<file path="config.mk">
export PLATFORM = sky130hd
export DESIGN_NAME = usb_bridge_top
export DESIGN_NICKNAME = d
export VERILOG_FILES = /design/src/usb_bridge_pkg.sv /design/src/bus_access_if.sv /design/src/access_arbiter.sv /design/src/chip_bus_sequencer.sv /design/src/host_port.sv /design/src/usb_bridge_top.sv
export SDC_FILE = /design/constraint.sdc
export NUM_CORES = 1
export LEC_CHECK = 0
export BUFFER_PORTS_ARGS = -buffer_cell sky130_fd_sc_hd__buf_2
export CORE_AREA = 2 2 99 101
export CTS_BUF_LIST = sky130_fd_sc_hd__clkbuf_8
export CTS_CLUSTER_SIZE = 24
export DETAILED_ROUTE_END_ITERATION = 16
export DIE_AREA = 0 0 101 103
export HOLD_SLACK_MARGIN = 0.1
export PLACE_DENSITY = 0.92
export SYNTH_ARGS = -nofsm -noshare
export SYNTH_HDL_FRONTEND = slang
export SYNTH_HIERARCHICAL = 1
export SYNTH_SLANG_ARGS = --single-unit
</file>
<file path="constraint.sdc">
create_clock -name clk -period 3.4 [get_ports clk]
set_clock_uncertainty 0.05 [all_clocks]
set_input_delay 0.51 -clock clk [delete_from_list [all_inputs] [get_ports clk]]
set_output_delay 0.51 -clock clk [all_outputs]
set_load 0.03 [all_outputs]
</file>
<file path="src/usb_bridge_pkg.sv">
package usb_bridge_pkg;

  // one word on the shared chip data bus.
  typedef logic [15:0] data_t;

  // 0 is the command register and 1 is the data register.
  typedef logic reg_sel_t;

  // bit 1 picks the controller and bit 0 picks the register.
  typedef logic [1:0] chip_addr_t;

  // the enum value is placed directly on chip address bit 1.
  typedef enum logic {
    port_hc = 1'b0,
    port_dc = 1'b1
  } port_e;

  typedef enum logic [2:0] {
    seq_reset,
    seq_idle,
    seq_setup,
    seq_strobe,
    seq_hold,
    seq_recover
  } seq_state_e;

  // access phase lengths in clock cycles.
  localparam int unsigned SETUP_CYCLES      = 1;
  localparam int unsigned STROBE_CYCLES     = 3;
  localparam int unsigned HOLD_CYCLES       = 1;
  localparam int unsigned RECOVER_CYCLES    = 2;
  localparam int unsigned CHIP_RESET_CYCLES = 16;

  // the phase counter never needs to go beyond CHIP_RESET_CYCLES - 1.
  localparam int unsigned CYCLE_COUNT_W = $clog2(CHIP_RESET_CYCLES);

  typedef logic [CYCLE_COUNT_W-1:0] cycle_cnt_t;

endpackage

</file>
<file path="src/bus_access_if.sv">
`timescale 1ns/1ps

// one single-word access between two stages, four-phase req/ack.
interface bus_access_if;

  logic                       req;
  logic                       write;
  usb_bridge_pkg::reg_sel_t   reg_sel;
  usb_bridge_pkg::port_e      port;
  usb_bridge_pkg::data_t      wdata;
  logic                       ack;
  usb_bridge_pkg::data_t      rdata;

  modport requester (
    output req,
    output write,
    output reg_sel,
    output port,
    output wdata,
    input  ack,
    input  rdata
  );

  modport responder (
    input  req,
    input  write,
    input  reg_sel,
    input  port,
    input  wdata,
    output ack,
    output rdata
  );

endinterface

</file>
<file path="src/access_arbiter.sv">
`timescale 1ns/1ps

module access_arbiter (
  input  logic              clk,
  input  logic              rst_n,
  bus_access_if.responder   hc_link,
  bus_access_if.responder   dc_link,
  bus_access_if.requester   seq_link
);

  logic                   grant_valid;
  // holds the current grant, and after release the last port that was served.
  usb_bridge_pkg::port_e  grant_port;
  usb_bridge_pkg::port_e  next_port;
  logic                   grant_hc;
  logic                   grant_dc;
  logic                   pick_dc;

  assign grant_hc = grant_valid && (grant_port == usb_bridge_pkg::port_hc);
  assign grant_dc = grant_valid && (grant_port == usb_bridge_pkg::port_dc);
  assign pick_dc  = (grant_port == usb_bridge_pkg::port_dc);

  // on a tie the port that was not served last goes first.
  always_comb begin
    if (hc_link.req && dc_link.req) begin
      next_port = pick_dc ? usb_bridge_pkg::port_hc : usb_bridge_pkg::port_dc;
    end else if (dc_link.req) begin
      next_port = usb_bridge_pkg::port_dc;
    end else begin
      next_port = usb_bridge_pkg::port_hc;
    end
  end

  assign seq_link.req     = grant_hc ? hc_link.req : (grant_dc ? dc_link.req : 1'b0);
  assign seq_link.write   = pick_dc ? dc_link.write   : hc_link.write;
  assign seq_link.reg_sel = pick_dc ? dc_link.reg_sel : hc_link.reg_sel;
  assign seq_link.port    = pick_dc ? dc_link.port    : hc_link.port;
  assign seq_link.wdata   = pick_dc ? dc_link.wdata   : hc_link.wdata;

  assign hc_link.ack   = grant_hc && seq_link.ack;
  assign dc_link.ack   = grant_dc && seq_link.ack;
  assign hc_link.rdata = grant_hc ? seq_link.rdata : '0;
  assign dc_link.rdata = grant_dc ? seq_link.rdata : '0;

  always_ff @(posedge clk or negedge rst_n) begin
    if (!rst_n) begin
      grant_valid <= 1'b0;
      grant_port  <= usb_bridge_pkg::port_dc;
    end else if (!grant_valid) begin
      if (!seq_link.ack && (hc_link.req || dc_link.req)) begin
        grant_valid <= 1'b1;
        grant_port  <= next_port;
      end
    end else if (!seq_link.req && !seq_link.ack) begin
      // the granted port has finished all four phases.
      grant_valid <= 1'b0;
    end
  end

endmodule

</file>
<file path="src/chip_bus_sequencer.sv">
`timescale 1ns/1ps

module chip_bus_sequencer (
  input  logic                        clk,
  input  logic                        rst_n,
  bus_access_if.responder             link,
  output usb_bridge_pkg::chip_addr_t  usb_addr,
  output usb_bridge_pkg::data_t       usb_data_out,
  output logic                        usb_data_oe,
  input  usb_bridge_pkg::data_t       usb_data_in,
  output logic                        usb_cs_n,
  output logic                        usb_rd_n,
  output logic                        usb_wr_n,
  output logic                        usb_rst_n
);

  usb_bridge_pkg::seq_state_e  state;
  usb_bridge_pkg::cycle_cnt_t  cnt;
  logic                        phase_end;
  logic                        op_write;
  logic                        ack_q;

  assign link.ack = ack_q;

  always_comb begin
    case (state)
      usb_bridge_pkg::seq_reset:
        phase_end = cnt == usb_bridge_pkg::cycle_cnt_t'(usb_bridge_pkg::CHIP_RESET_CYCLES - 1);
      usb_bridge_pkg::seq_setup:
        phase_end = cnt == usb_bridge_pkg::cycle_cnt_t'(usb_bridge_pkg::SETUP_CYCLES - 1);
      usb_bridge_pkg::seq_strobe:
        phase_end = cnt == usb_bridge_pkg::cycle_cnt_t'(usb_bridge_pkg::STROBE_CYCLES - 1);
      usb_bridge_pkg::seq_hold:
        phase_end = cnt == usb_bridge_pkg::cycle_cnt_t'(usb_bridge_pkg::HOLD_CYCLES - 1);
      usb_bridge_pkg::seq_recover:
        phase_end = cnt == usb_bridge_pkg::cycle_cnt_t'(usb_bridge_pkg::RECOVER_CYCLES - 1);
      default:
        phase_end = 1'b0;
    endcase
  end

  always_ff @(posedge clk or negedge rst_n) begin
    if (!rst_n) begin
      state       <= usb_bridge_pkg::seq_reset;
      cnt         <= '0;
      usb_rst_n   <= 1'b0;
      usb_cs_n    <= 1'b1;
      usb_rd_n    <= 1'b1;
      usb_wr_n    <= 1'b1;
      usb_data_oe <= 1'b0;
      usb_addr    <= '0;
      op_write    <= 1'b0;
      ack_q       <= 1'b0;
    end else begin
      cnt <= phase_end ? '0 : cnt + 1'b1;
      case (state)
        usb_bridge_pkg::seq_reset: begin
          if (phase_end) begin
            usb_rst_n <= 1'b1;
            state     <= usb_bridge_pkg::seq_idle;
          end
        end
        usb_bridge_pkg::seq_idle: begin
          cnt <= '0;
          if (link.req) begin
            usb_cs_n    <= 1'b0;
            usb_addr    <= {link.port, link.reg_sel};
            usb_data_oe <= link.write;
            op_write    <= link.write;
            state       <= usb_bridge_pkg::seq_setup;
          end
        end
        usb_bridge_pkg::seq_setup: begin
          if (phase_end) begin
            usb_rd_n <= op_write;
            usb_wr_n <= !op_write;
            state    <= usb_bridge_pkg::seq_strobe;
          end
        end
        usb_bridge_pkg::seq_strobe: begin
          if (phase_end) begin
            usb_rd_n <= 1'b1;
            usb_wr_n <= 1'b1;
            state    <= usb_bridge_pkg::seq_hold;
          end
        end
        usb_bridge_pkg::seq_hold: begin
          if (phase_end) begin
            usb_cs_n    <= 1'b1;
            usb_data_oe <= 1'b0;
            ack_q       <= 1'b1;
            state       <= usb_bridge_pkg::seq_recover;
          end
        end
        usb_bridge_pkg::seq_recover: begin
          // recovery is only counted once the handshake has closed.
          if (ack_q) begin
            cnt <= '0;
            if (!link.req) begin
              ack_q <= 1'b0;
            end
          end else if (phase_end) begin
            state <= usb_bridge_pkg::seq_idle;
          end
        end
        default: state <= usb_bridge_pkg::seq_reset;
      endcase
    end
  end

  always_ff @(posedge clk) begin
    if (state == usb_bridge_pkg::seq_idle && link.req) begin
      usb_data_out <= link.wdata;
    end
    // the chip has had the whole strobe to settle its read data.
    if (state == usb_bridge_pkg::seq_strobe && phase_end && !op_write) begin
      link.rdata <= usb_data_in;
    end
  end

endmodule

</file>
<file path="src/host_port.sv">
`timescale 1ns/1ps

module host_port (
  input  logic                   clk,
  input  logic                   rst_n,
  input  usb_bridge_pkg::port_e  port_id,
  input  logic                   host_req,
  input  logic                   host_write,
  input  logic                   host_reg_sel,
  input  usb_bridge_pkg::data_t  host_wdata,
  output logic                   host_ack,
  output usb_bridge_pkg::data_t  host_rdata,
  input  logic                   chip_int,
  output logic                   irq_n,
  bus_access_if.requester        link
);

  typedef enum logic [1:0] {
    hp_idle,
    hp_wait_ack,
    hp_wait_release
  } hp_state_e;

  hp_state_e                 state;
  logic                      req_q;
  logic                      write_q;
  usb_bridge_pkg::reg_sel_t  reg_sel_q;
  usb_bridge_pkg::data_t     wdata_q;
  logic [1:0]                irq_sync;
  logic                      start;
  logic                      finish;

  // a new access may only begin once the previous internal ack has dropped.
  assign start  = (state == hp_idle) && host_req && !link.ack;
  assign finish = (state == hp_wait_ack) && link.ack;

  assign link.req     = req_q;
  assign link.write   = write_q;
  assign link.reg_sel = reg_sel_q;
  assign link.port    = port_id;
  assign link.wdata   = wdata_q;
  assign irq_n        = irq_sync[1];

  always_ff @(posedge clk or negedge rst_n) begin
    if (!rst_n) begin
      state    <= hp_idle;
      req_q    <= 1'b0;
      host_ack <= 1'b0;
    end else begin
      case (state)
        hp_idle: begin
          if (start) begin
            req_q <= 1'b1;
            state <= hp_wait_ack;
          end
        end
        hp_wait_ack: begin
          if (finish) begin
            req_q    <= 1'b0;
            host_ack <= 1'b1;
            state    <= hp_wait_release;
          end
        end
        hp_wait_release: begin
          if (!host_req) begin
            host_ack <= 1'b0;
            state    <= hp_idle;
          end
        end
        default: state <= hp_idle;
      endcase
    end
  end

  always_ff @(posedge clk) begin
    if (start) begin
      write_q   <= host_write;
      reg_sel_q <= host_reg_sel;
      wdata_q   <= host_wdata;
    end
    // read data stays on host_rdata until a later read replaces it.
    if (finish && !write_q) begin
      host_rdata <= link.rdata;
    end
  end

  always_ff @(posedge clk or negedge rst_n) begin
    if (!rst_n) begin
      irq_sync <= 2'b11;
    end else begin
      irq_sync <= {irq_sync[0], chip_int};
    end
  end

endmodule

</file>
<file path="src/usb_bridge_top.sv">
`timescale 1ns/1ps

module usb_bridge_top (
  input  logic                        clk,
  input  logic                        rst_n,
  input  logic                        hc_req,
  output logic                        hc_ack,
  input  logic                        hc_write,
  input  logic                        hc_reg_sel,
  input  usb_bridge_pkg::data_t       hc_wdata,
  output usb_bridge_pkg::data_t       hc_rdata,
  output logic                        hc_irq_n,
  input  logic                        dc_req,
  output logic                        dc_ack,
  input  logic                        dc_write,
  input  logic                        dc_reg_sel,
  input  usb_bridge_pkg::data_t       dc_wdata,
  output usb_bridge_pkg::data_t       dc_rdata,
  output logic                        dc_irq_n,
  output usb_bridge_pkg::chip_addr_t  usb_addr,
  output usb_bridge_pkg::data_t       usb_data_out,
  output logic                        usb_data_oe,
  input  usb_bridge_pkg::data_t       usb_data_in,
  output logic                        usb_cs_n,
  output logic                        usb_rd_n,
  output logic                        usb_wr_n,
  output logic                        usb_rst_n,
  input  logic                        usb_int0,
  input  logic                        usb_int1
);

  bus_access_if hc_link ();
  bus_access_if dc_link ();
  bus_access_if seq_link ();

  // usb_int0 belongs to the host controller and usb_int1 to the device controller.
  host_port i_hc_port (
    .clk          (clk),
    .rst_n        (rst_n),
    .port_id      (usb_bridge_pkg::port_hc),
    .host_req     (hc_req),
    .host_write   (hc_write),
    .host_reg_sel (hc_reg_sel),
    .host_wdata   (hc_wdata),
    .host_ack     (hc_ack),
    .host_rdata   (hc_rdata),
    .chip_int     (usb_int0),
    .irq_n        (hc_irq_n),
    .link         (hc_link.requester)
  );

  host_port i_dc_port (
    .clk          (clk),
    .rst_n        (rst_n),
    .port_id      (usb_bridge_pkg::port_dc),
    .host_req     (dc_req),
    .host_write   (dc_write),
    .host_reg_sel (dc_reg_sel),
    .host_wdata   (dc_wdata),
    .host_ack     (dc_ack),
    .host_rdata   (dc_rdata),
    .chip_int     (usb_int1),
    .irq_n        (dc_irq_n),
    .link         (dc_link.requester)
  );

  access_arbiter i_arbiter (
    .clk      (clk),
    .rst_n    (rst_n),
    .hc_link  (hc_link.responder),
    .dc_link  (dc_link.responder),
    .seq_link (seq_link.requester)
  );

  chip_bus_sequencer i_sequencer (
    .clk          (clk),
    .rst_n        (rst_n),
    .link         (seq_link.responder),
    .usb_addr     (usb_addr),
    .usb_data_out (usb_data_out),
    .usb_data_oe  (usb_data_oe),
    .usb_data_in  (usb_data_in),
    .usb_cs_n     (usb_cs_n),
    .usb_rd_n     (usb_rd_n),
    .usb_wr_n     (usb_wr_n),
    .usb_rst_n    (usb_rst_n)
  );

endmodule
</file>
## Word level (Yosys, flattened, before mapping)

Cells that the tools add are included.

- Flip-flop bits (word level): 130
- Input port bits: 58
- Output and inout port bits: 59
- Logic and storage cells: 163

- Add/sub/neg operators: 1
- Equality and inequality tests: 23
- Muxes and demuxes: 56
- Bitwise logic cells: 2
- Reduce and logical (&&, ||, !) cells: 51

Operator list:

| kind | number |
|---|---|
| $mux W1 | 27 |
| $reduce_and A3 Y1 | 8 |
| $logic_and A1 B1 Y1 | 18 |
| $mux W3 | 6 |
| $pmux W1 S2 | 9 |
| $pmux W3 S6 | 1 |
| $mux W16 | 1 |
| $ne A2 B1 Y1 const B | 8 |
| $reduce_bool A2 Y1 | 7 |
| $mux W2 | 6 |
| $pmux W2 S3 | 2 |
| $mux W4 | 2 |
| $pmux W4 S2 | 1 |
| $reduce_and A2 Y1 | 4 |
| $logic_not A1 Y1 | 7 |
| $eq A3 B2 Y1 const B | 2 |
| $eq A3 B3 Y1 const B | 2 |
| $ne A2 B2 Y1 const B | 3 |
| $reduce_and A5 Y1 | 1 |
| $add A4 B1 Y4 const B | 1 |
| $eq A2 B1 Y1 const B | 2 |
| $eq A2 B2 Y1 const B | 2 |
| $eq A4 B1 Y1 const B | 1 |
| $eq A4 B2 Y1 const B | 1 |
| other kinds (9) | 11 |

## Logic depth before layout (Yosys ltp)

Gate-level depths: netlist of the first run.

- Depth after elaboration: 7
- Depth in mapped cells: 7
- Depth with buffers taken out: 6

## Cells and area by module

Netlist of the first run, hierarchy kept.

By module, submodules not included:

| module | instances | cells an instance | area an instance (um2) | seq. area each (um2) |
|---|---|---|---|---|
| host_port | 2 | 55 | 1271.2 | 1173.6 |
| chip_bus_sequencer | 1 | 128 | 1861.8 | 1365.1 |
| access_arbiter | 1 | 72 | 595.6 | 51.3 |
| usb_bridge_top | 1 | 2 | 7.5 | 0.0 |

## Worst setup path after synthesis of the first run

OpenSTA, ideal clock, no wires.

- Kind: reg-to-reg
- From: register i_arbiter.grant_port
- To: register i_dc_port.reg_sel_q (netlist: i_dc_port/link.reg_sel), enable pin
- Setup time: 0.406 ns
- Arrival time: 1.956 ns
- Data required time: 2.944 ns
- Path slack: 0.988 ns
- Stages on the path, launching flop included: 5
- Path buffers: 2
- Clock period less this slack: 2.412 ns
- Cell sequence: dfstp_2 buf_6 buf_2 and3_1 nor4b_2

- Longest elaborated chain between the ends: 4

Ends and longest elaborated chain:

| item | line | source |
|---|---|---|
| from (decl) | access_arbiter.sv:13 | `usb_bridge_pkg::port_e grant_port;` |
| from (signal assigned) | access_arbiter.sv:48 | `grant_port <= usb_bridge_pkg::port_dc;` |
| from (signal assigned) | access_arbiter.sv:52 | `grant_port <= next_port;` |
| $logic_and A1 B1 Y1 | access_arbiter.sv:20 | `assign grant_dc = grant_valid && (grant_port == usb_bridge_pkg::port_dc);` |
| $logic_and A1 B1 Y1 | access_arbiter.sv:41 | `assign dc_link.ack = grant_dc && seq_link.ack;` |
| net dc_link.ack | bus_access_if.sv:11 | `logic ack;` |
| $logic_not A1 Y1 | host_port.sv:34 | `assign start = (state == hp_idle) && host_req && !link.ack;` |
| $logic_and A1 B1 Y1 | host_port.sv:34 |  |
| net i_dc_port.start | host_port.sv:30 | `logic start;` |
| to (signal assigned) | host_port.sv:78 | `reg_sel_q <= host_reg_sel;` |
| to (decl) | host_port.sv:27 | `usb_bridge_pkg::reg_sel_t reg_sel_q;` |

The timed path passes the listed nets, and every way through them passes these cells.
A chain may end at the register's enable or synchronous reset.

## Worst setup path after layout of the first run

- From: register i_arbiter.grant_port
- To: register i_sequencer.usb_data_oe

- Longest elaborated chain between the ends: 5
- Elaborated cells on any way between the ends: 10
- Classes of those cells: 1 x eq/ne; 5 x mux; 1 x bitwise; 3 x reduce/logical

Ends and longest elaborated chain:

| item | line | source |
|---|---|---|
| $logic_and A1 B1 Y1 or $not A1 Y1 (tied branches) | access_arbiter.sv:20, access_arbiter.sv:19 |  |
| $mux W1 or $logic_and A1 B1 Y1 (tied branches) | access_arbiter.sv:34, access_arbiter.sv:19 |  |
| $mux W1 (*) | access_arbiter.sv:34 | `assign seq_link.req = grant_hc ? hc_link.req : (grant_dc ? dc_link.req : 1'b0);` |
| net seq_link.req | bus_access_if.sv:6 | `logic req;` |
| $ne A2 B1 Y1 (no source line) (*) | - |  |
| $reduce_and A3 Y1 (no source line) (*) | - |  |
| to (signal assigned) | chip_bus_sequencer.sv:68 | `usb_data_oe <= link.write;` |
| to (decl) | chip_bus_sequencer.sv:9 | `output logic usb_data_oe,` |

Mark *: on every way through the listed nets, which the timed path passes. The rest lies on a longest branch. The select of a mux whose other input is x is not followed.

==> metrics.txt, run 1 <==
run status=complete, no violations; Overall Global Routing Usage=19.85%; Mean Syn Cell Area=16.05 µm²; Distinct cells, synth=a little under 50; initial antenna violation count=0; Tcrit/Tclk final=84.73%; unrepaired setup endpoints after global routing=no; Multi-input gate area=1132 µm²; Worst-path clk slew=approximately 0.070 ns; post-route setup TNS=0 ns; clk_lat worst skew=between 0.4 and 0.5 ns; yosys warns=6; layout cell share with drive strength beyond 1=between 40% and 50%; Root Driver=clkbuf_8; Storage cell area=~3800 µm²; Final Hold Vio Count=0; setup violators final=0; Antenna Diode Count=0; Fillers=approximately 660; switching power total=about 1700 µW; crit path max fanout=40; Synth area leader=edfxtp_1; hold slack final=~0.14 ns; Slew HR=45.10%; DR iter-0 viols=186; CP Buf/Inv Count=1; DR vias=2959; Cells after Synth=between 300 and 400; fmax=between 300 and 400 MHz; total gr overflow=0; Final Max Slew Viols=0; Peak VDD IR=0.0003679 V; Pint=approximately 3300 µW; CP top delay family=flip-flops; DRC=0; die area=10400 µm²; chip height=103 µm; Die Span X=slightly above 100 µm; worst setup path class=reg -> reg; ranking of synthesized cells by area=edfxtp_1 60%, dfrtp_1 11%, mux2_2 4.3%; CTS tree=done; Post-Route WL=~9900 µm; vias in the first global route=a little under 3000; total leakage power=around 0.0024 µW; combinational share of power=approximately 28%; DP HPWL=~6900 µm; count leader, synth=edfxtp_1; Sequential Power Share=between 50% and 60%; crit path cell chain=mux2i_1 -> nor2_1 -> nand3_1 -> inv_1 -> nand2_1 -> a22oi_1; sequential fraction of the synthesis area=about three quarters; I/O Buffers=between 100 and 150; FF+latch count, synth=130; Final #Nets=just under 500; max_cap viols=0; largest net degree at the start of global routing=a little over 40; clock buffer depth=2; startpoint type of the worst setup path=register; CTS resizes=0; Sink Count=130; async set-or-reset flop fraction in the synthesized netlist=23.08%; post-DR vias/cell=5.265; ys flop type=edfxtp_1; CTS Buf Count=17; CP Capture Type=register; crit-path max cell delay=approximately 1.1 ns; CP max-delay cell=dfstp_2; Syn Nets=between 300 and 400; min-delay worst type=in -> reg; Layout area overhead=19.62%; Routed wire per std cell=between 15 and 20 µm; top cell type's share of synthesized area=approximately three fifths; FP Rows=36; Final GP Congestion=0.8426; Post-synth EDFFs=100; Post-synth top cells=100 x edfxtp_1, 24 x nand2_1, 22 x dfrtp_1; Mapped Area=between 5000 and 6000 µm²; htree depth=4; CP arrival=~3.2 ns; First-pass DRT Iterations=4; share of total power in the clock network=21.3%; Initial Utilization=a little over half; Power Dens Cells=~830 nW/µm²; Sw Share=approximately 34%; Slew @ Worst Pin=between 0.8 and 0.9 ns; Antenna Nets Post-Route=0; Worst Path Required=3.69 ns; I/O pin cnt=117; minimum clock period=~2.9 ns; core region area=around 9500 µm²; first-pass GRT wire length=about 15000 µm
[stage by stage]
stage | std cells | setup slack, ns | util (%) | instance area, µm² | total power [µW]
after floorplan | 312 | 0.9878 | - | 5007 | 3560
after global placement | 531 | 0.7544 | 59.88 | 5664 | 3861
after detailed placement | 531 | 0.5241 | 59.88 | 5664 | 3943
after CTS | 562 | 0.5353 | 63.32 | 5989 | 5004
after global routing | 562 | 0.2776 | 63.32 | 5989 | 5252
final | 562 | 0.5192 | 63.32 | 5989 | 4971
[cell type report]
cell class                 instances  share of cell area (%)
timing repair buffer             119                   10.11
sequential                       130                   62.84
multi-input combinational        161                   18.91
clock buffer                      17                   3.906
inverter                           8                  0.5014
tap                              114                   2.381
clock inverter                    13                   1.358
[registers in the layout (all words and copies together) (netlist names), 2 cells and up]
register and count:
i_dc_port/host_rdata 16, i_dc_port/irq_sync 2, i_dc_port/link.wdata 16, i_dc_port/state 2, i_hc_port/host_rdata 16, i_hc_port/irq_sync 2
i_hc_port/link.wdata 16, i_hc_port/state 2, i_sequencer/cnt 4, i_sequencer/link.rdata 16, i_sequencer/state 3, i_sequencer/usb_addr 2
i_sequencer/usb_data_out 16
[metal layers]
layer,routed length [µm],global-route usage (%),up-vias
li1,-,-,1399
met3,557,5.085,22
met2,5302,34.21,105
met5,0,0,-
met1,3831,23.27,1433
met4,209,9.979,0
[worst register-to-register path, cell delays in order (launching register included)]
cell	delay [ns]
dfstp_2	1.05
mux2i_1	0.22
nor2_1	0.25
nand3_1	0.24
inv_1	0.62
nand2_1	0.19
a22oi_1	0.18
[final timing paths]
| check | from | to | slack [ns] | depth (start not counted) |
|---|---|---|---|---|
| worst max-delay path | i_arbiter/grant_port | i_sequencer/usb_data_oe | 0.52 | 6 |
| min in group asynchronous | rst_n | i_sequencer/state[2] | 0.62 | 2 |
| worst min register to register | i_hc_port/irq_sync[0] | i_hc_port/irq_sync[1] | 0.31 | 0 |
| worst max register to register | i_arbiter/grant_port | i_sequencer/usb_data_oe | 0.52 | 6 |
| max in group asynchronous | rst_n | i_dc_port/state[0] | 2.23 | 2 |
| worst min-delay path | usb_int0 | i_hc_port/irq_sync[0] | 0.14 | 1 |
[cell families (layout without fill, tap and decap cells)]
logic type      Yosys count  count (layout)  share of synthesized area, %
flops                   130             130                         75.16
simple gates            104             104                         12.37
compound gates           30              30                         4.248
other cells               2               2                        0.1500
mux                      20              20                         4.473
fa+ha+maj                 2               2                        0.4997
buf+inv                  21             157                         2.574
xor+xnor                  3               3                        0.5248
[power groups by stage]
stage               Combinational, µW  Sequential (µW)  Clock, µW
finish                           1380             2530       1060
detailed placement               1380             2560          0
floorplan                         923             2640          0
global route                     1510             2580       1160
global placement                 1330             2530          0
CTS                              1390             2530       1080
[repair_timing]
action | 4_1_cts | 5_1_grt
setup buffers | 0 | 0
setup endpoints to repair | 0 | 0
endpoints found under the hold margin | 22 | 0
hold buffers | 1 | 0
[layout by cell type (no fill, tap or decap), drive strengths merged, types with 6 or more instances in the layout]
master / synthesis / routed
and2: 18 / 18
and3: 19 / 19
buf: 9 / 118
clkbuf: 4 / 17
clkinv: 0 / 9
dfrtp: 22 / 22
dfstp: 8 / 8
edfxtp: 100 / 100
inv: 8 / 11
mux2: 19 / 19
nand2: 24 / 24
nor2: 11 / 11
nor3: 6 / 6
o21ai: 10 / 10
Note: power is estimated with default switching activity, not from simulation.
==> inputs of run 2 (changes only) <==
==> constraint.sdc (replaced) <==
create_clock -name clk -period 2.79 [get_ports clk]
set_clock_uncertainty 0.05 [all_clocks]
set_input_delay 0.4185 -clock clk [delete_from_list [all_inputs] [get_ports clk]]
set_output_delay 0.4185 -clock clk [all_outputs]
set_load 0.03 [all_outputs]
==> metrics.txt, run 2 (synthesis results as in run 1) <==
Final Hold Vio Count=0; CP top delay family=simple AND/OR/NAND/NOR gates; Antenna Nets Post-Route=0; initial antenna violation count=1; Final GP Congestion=~0.82; Peak VDD IR=0.0005580 V; Tcrit/Tclk final=about four fifths; Root Driver=clkbuf_8; Finished Layout Cells=roughly 610; CTS Buf Count=17; Routed wire per std cell=around 19 µm; CTS tree=done; total leakage power=between 0.002 and 0.003 µW; most frequent cells in the layout=116 x buf_2, 100 x edfxtp_1, 38 x dlygate4sd3_1; CP Capture Type=register; Slew HR=roughly 53%; Final #Nets=between 500 and 600; Overall Global Routing Usage=22.04%; flop2flop setup slack=0.52 ns; max_cap viols=0; fmax=around 440 MHz; Worst Path Required=2.80 ns; unrepaired setup endpoints after global routing=no; post-DR vias/cell=between 5 and 6; largest net degree at the start of global routing=31; chip height=~100 µm; Die Span X=101 µm; crit-path max cell delay=approximately 0.70 ns; Fillers=585; CTS resizes=0; CP Buf/Inv Count=0; clk_lat worst skew=0.43 ns; final core occ=69.26%; vias in the first global route=roughly 3300; Power Dens Cells=between 1000 and 1500 nW/µm²; I/O Buffers=116; startpoint type of the worst setup path=register; worst setup path class=reg -> reg; DRC=0; run status=complete, no violations; commonest non-fill, non-tap cell in the layout=buf_2; FP Rows=36; die area=about 10000 µm²; Post-Route WL=11250 µm; hold slack final=roughly 0.13 ns; DR iter-0 viols=roughly 200; minimum clock period=about 2.3 ns; First-pass DRT Iterations=6; post-route setup TNS=0 ns; crit path cell chain=and3_1 -> nor2b_4 -> and3b_1; crit path max fanout=16; core region area=9459 µm²; clock buffer depth=2; CP arrival=about 2.3 ns; setup ws final=just over 0.5 ns; CP max-delay cell=dfstp_2; pre-CTS setup slack=between 0.5 and 0.6 ns; Sink Count=130; Worst-path clk slew=0.07 ns; htree depth=4; DP HPWL=between 6000 and 7000 µm; setup violators final=0; layout cell share with drive strength beyond 1=about two fifths; Final Max Slew Viols=0; I/O pin cnt=about 120; first-pass GRT wire length=16530 µm; total gr overflow=0; Slew @ Worst Pin=around 0.7 ns; Initial Utilization=~53%; min-delay worst type=in -> reg; cell total after placement=between 500 and 600; Layout area overhead=30.83%; DR vias=3228
-- run 2: changes by cell type in the layout (fill, tap and decap cells not counted), sizes merged --
cell	delta
clkinv	-6
clkinvlp	+1
bufinv	+3
clkbuf	+6
diode	+1
dlygate4sd3	+37
buf	+5
inv	-2
-- run 2: routing by layer --
metal / vias to the layer above / wire [µm] / track usage [%]
li1: 1493 / - / -
met1: 1588 / 4398 / 24.93
met2: 113 / 5945 / 37.23
met3: 34 / 493 / 6.576
met4: 0 / 416 / 13.20
met5: - / 0 / 0
-- run 2: report_power, final --
group / internal [µW] / leakage [µW] / total, µW / switching [µW]
Sequential: 2660 / 0.00126 / 3020 / 355
Clock: 1110 / 0.000239 / 1800 / 688
Combinational: 732 / 0.00119 / 1870 / 1130
-- run 2: through the flow --
step	power (µW)	cell area (µm²)
final	6687	6551
after global routing	6989	6551
after CTS	6662	6499
after detailed placement	4821	5702
after global placement	4723	5702
after floorplan	4338	5007
-- run 2: final timing paths --
kind	from	cells past startpoint	to
min	usb_data_in[1]	1	i_sequencer/link.rdata[1]
min in group asynchronous	rst_n	2	i_sequencer/state[0]
max reg2reg	i_arbiter/grant_port	3	i_dc_port/host_rdata[6]
max in group asynchronous	rst_n	2	i_dc_port/host_ack
max	i_arbiter/grant_port	3	i_dc_port/host_rdata[6]
min reg2reg	i_hc_port/irq_sync[0]	0	i_hc_port/irq_sync[1]
-- run 2: what timing repair did --
action,in CTS,in global routing
setup endpoints to repair,0,0
setup buffers,0,0
hold buffers,33,5
hold endpoints to repair,54,5
-- run 2: cell type report --
| cell class | count | area [µm²] | area share, % |
|---|---|---|---|
| multi-input cells | 161 | 1132 | 17.28 |
| repair buffers | 161 | 1013 | 15.47 |
| inverters | 8 | 30.03 | 0.4584 |
| diodes | 1 | 2.502 | 0.03820 |
| well taps | 114 | 142.6 | 2.177 |
| flip-flops and latches | 130 | 3764 | 57.45 |
| clock inverters | 9 | 150.1 | 2.292 |
| clock buffers | 23 | 316.6 | 4.832 |
-- run 2: worst reg2reg max path: cells and delay by family (launching register included) --
kind	cells	cell delay (ns)
AND/OR/NAND/NOR	3	1.15
flip-flops	1	0.70
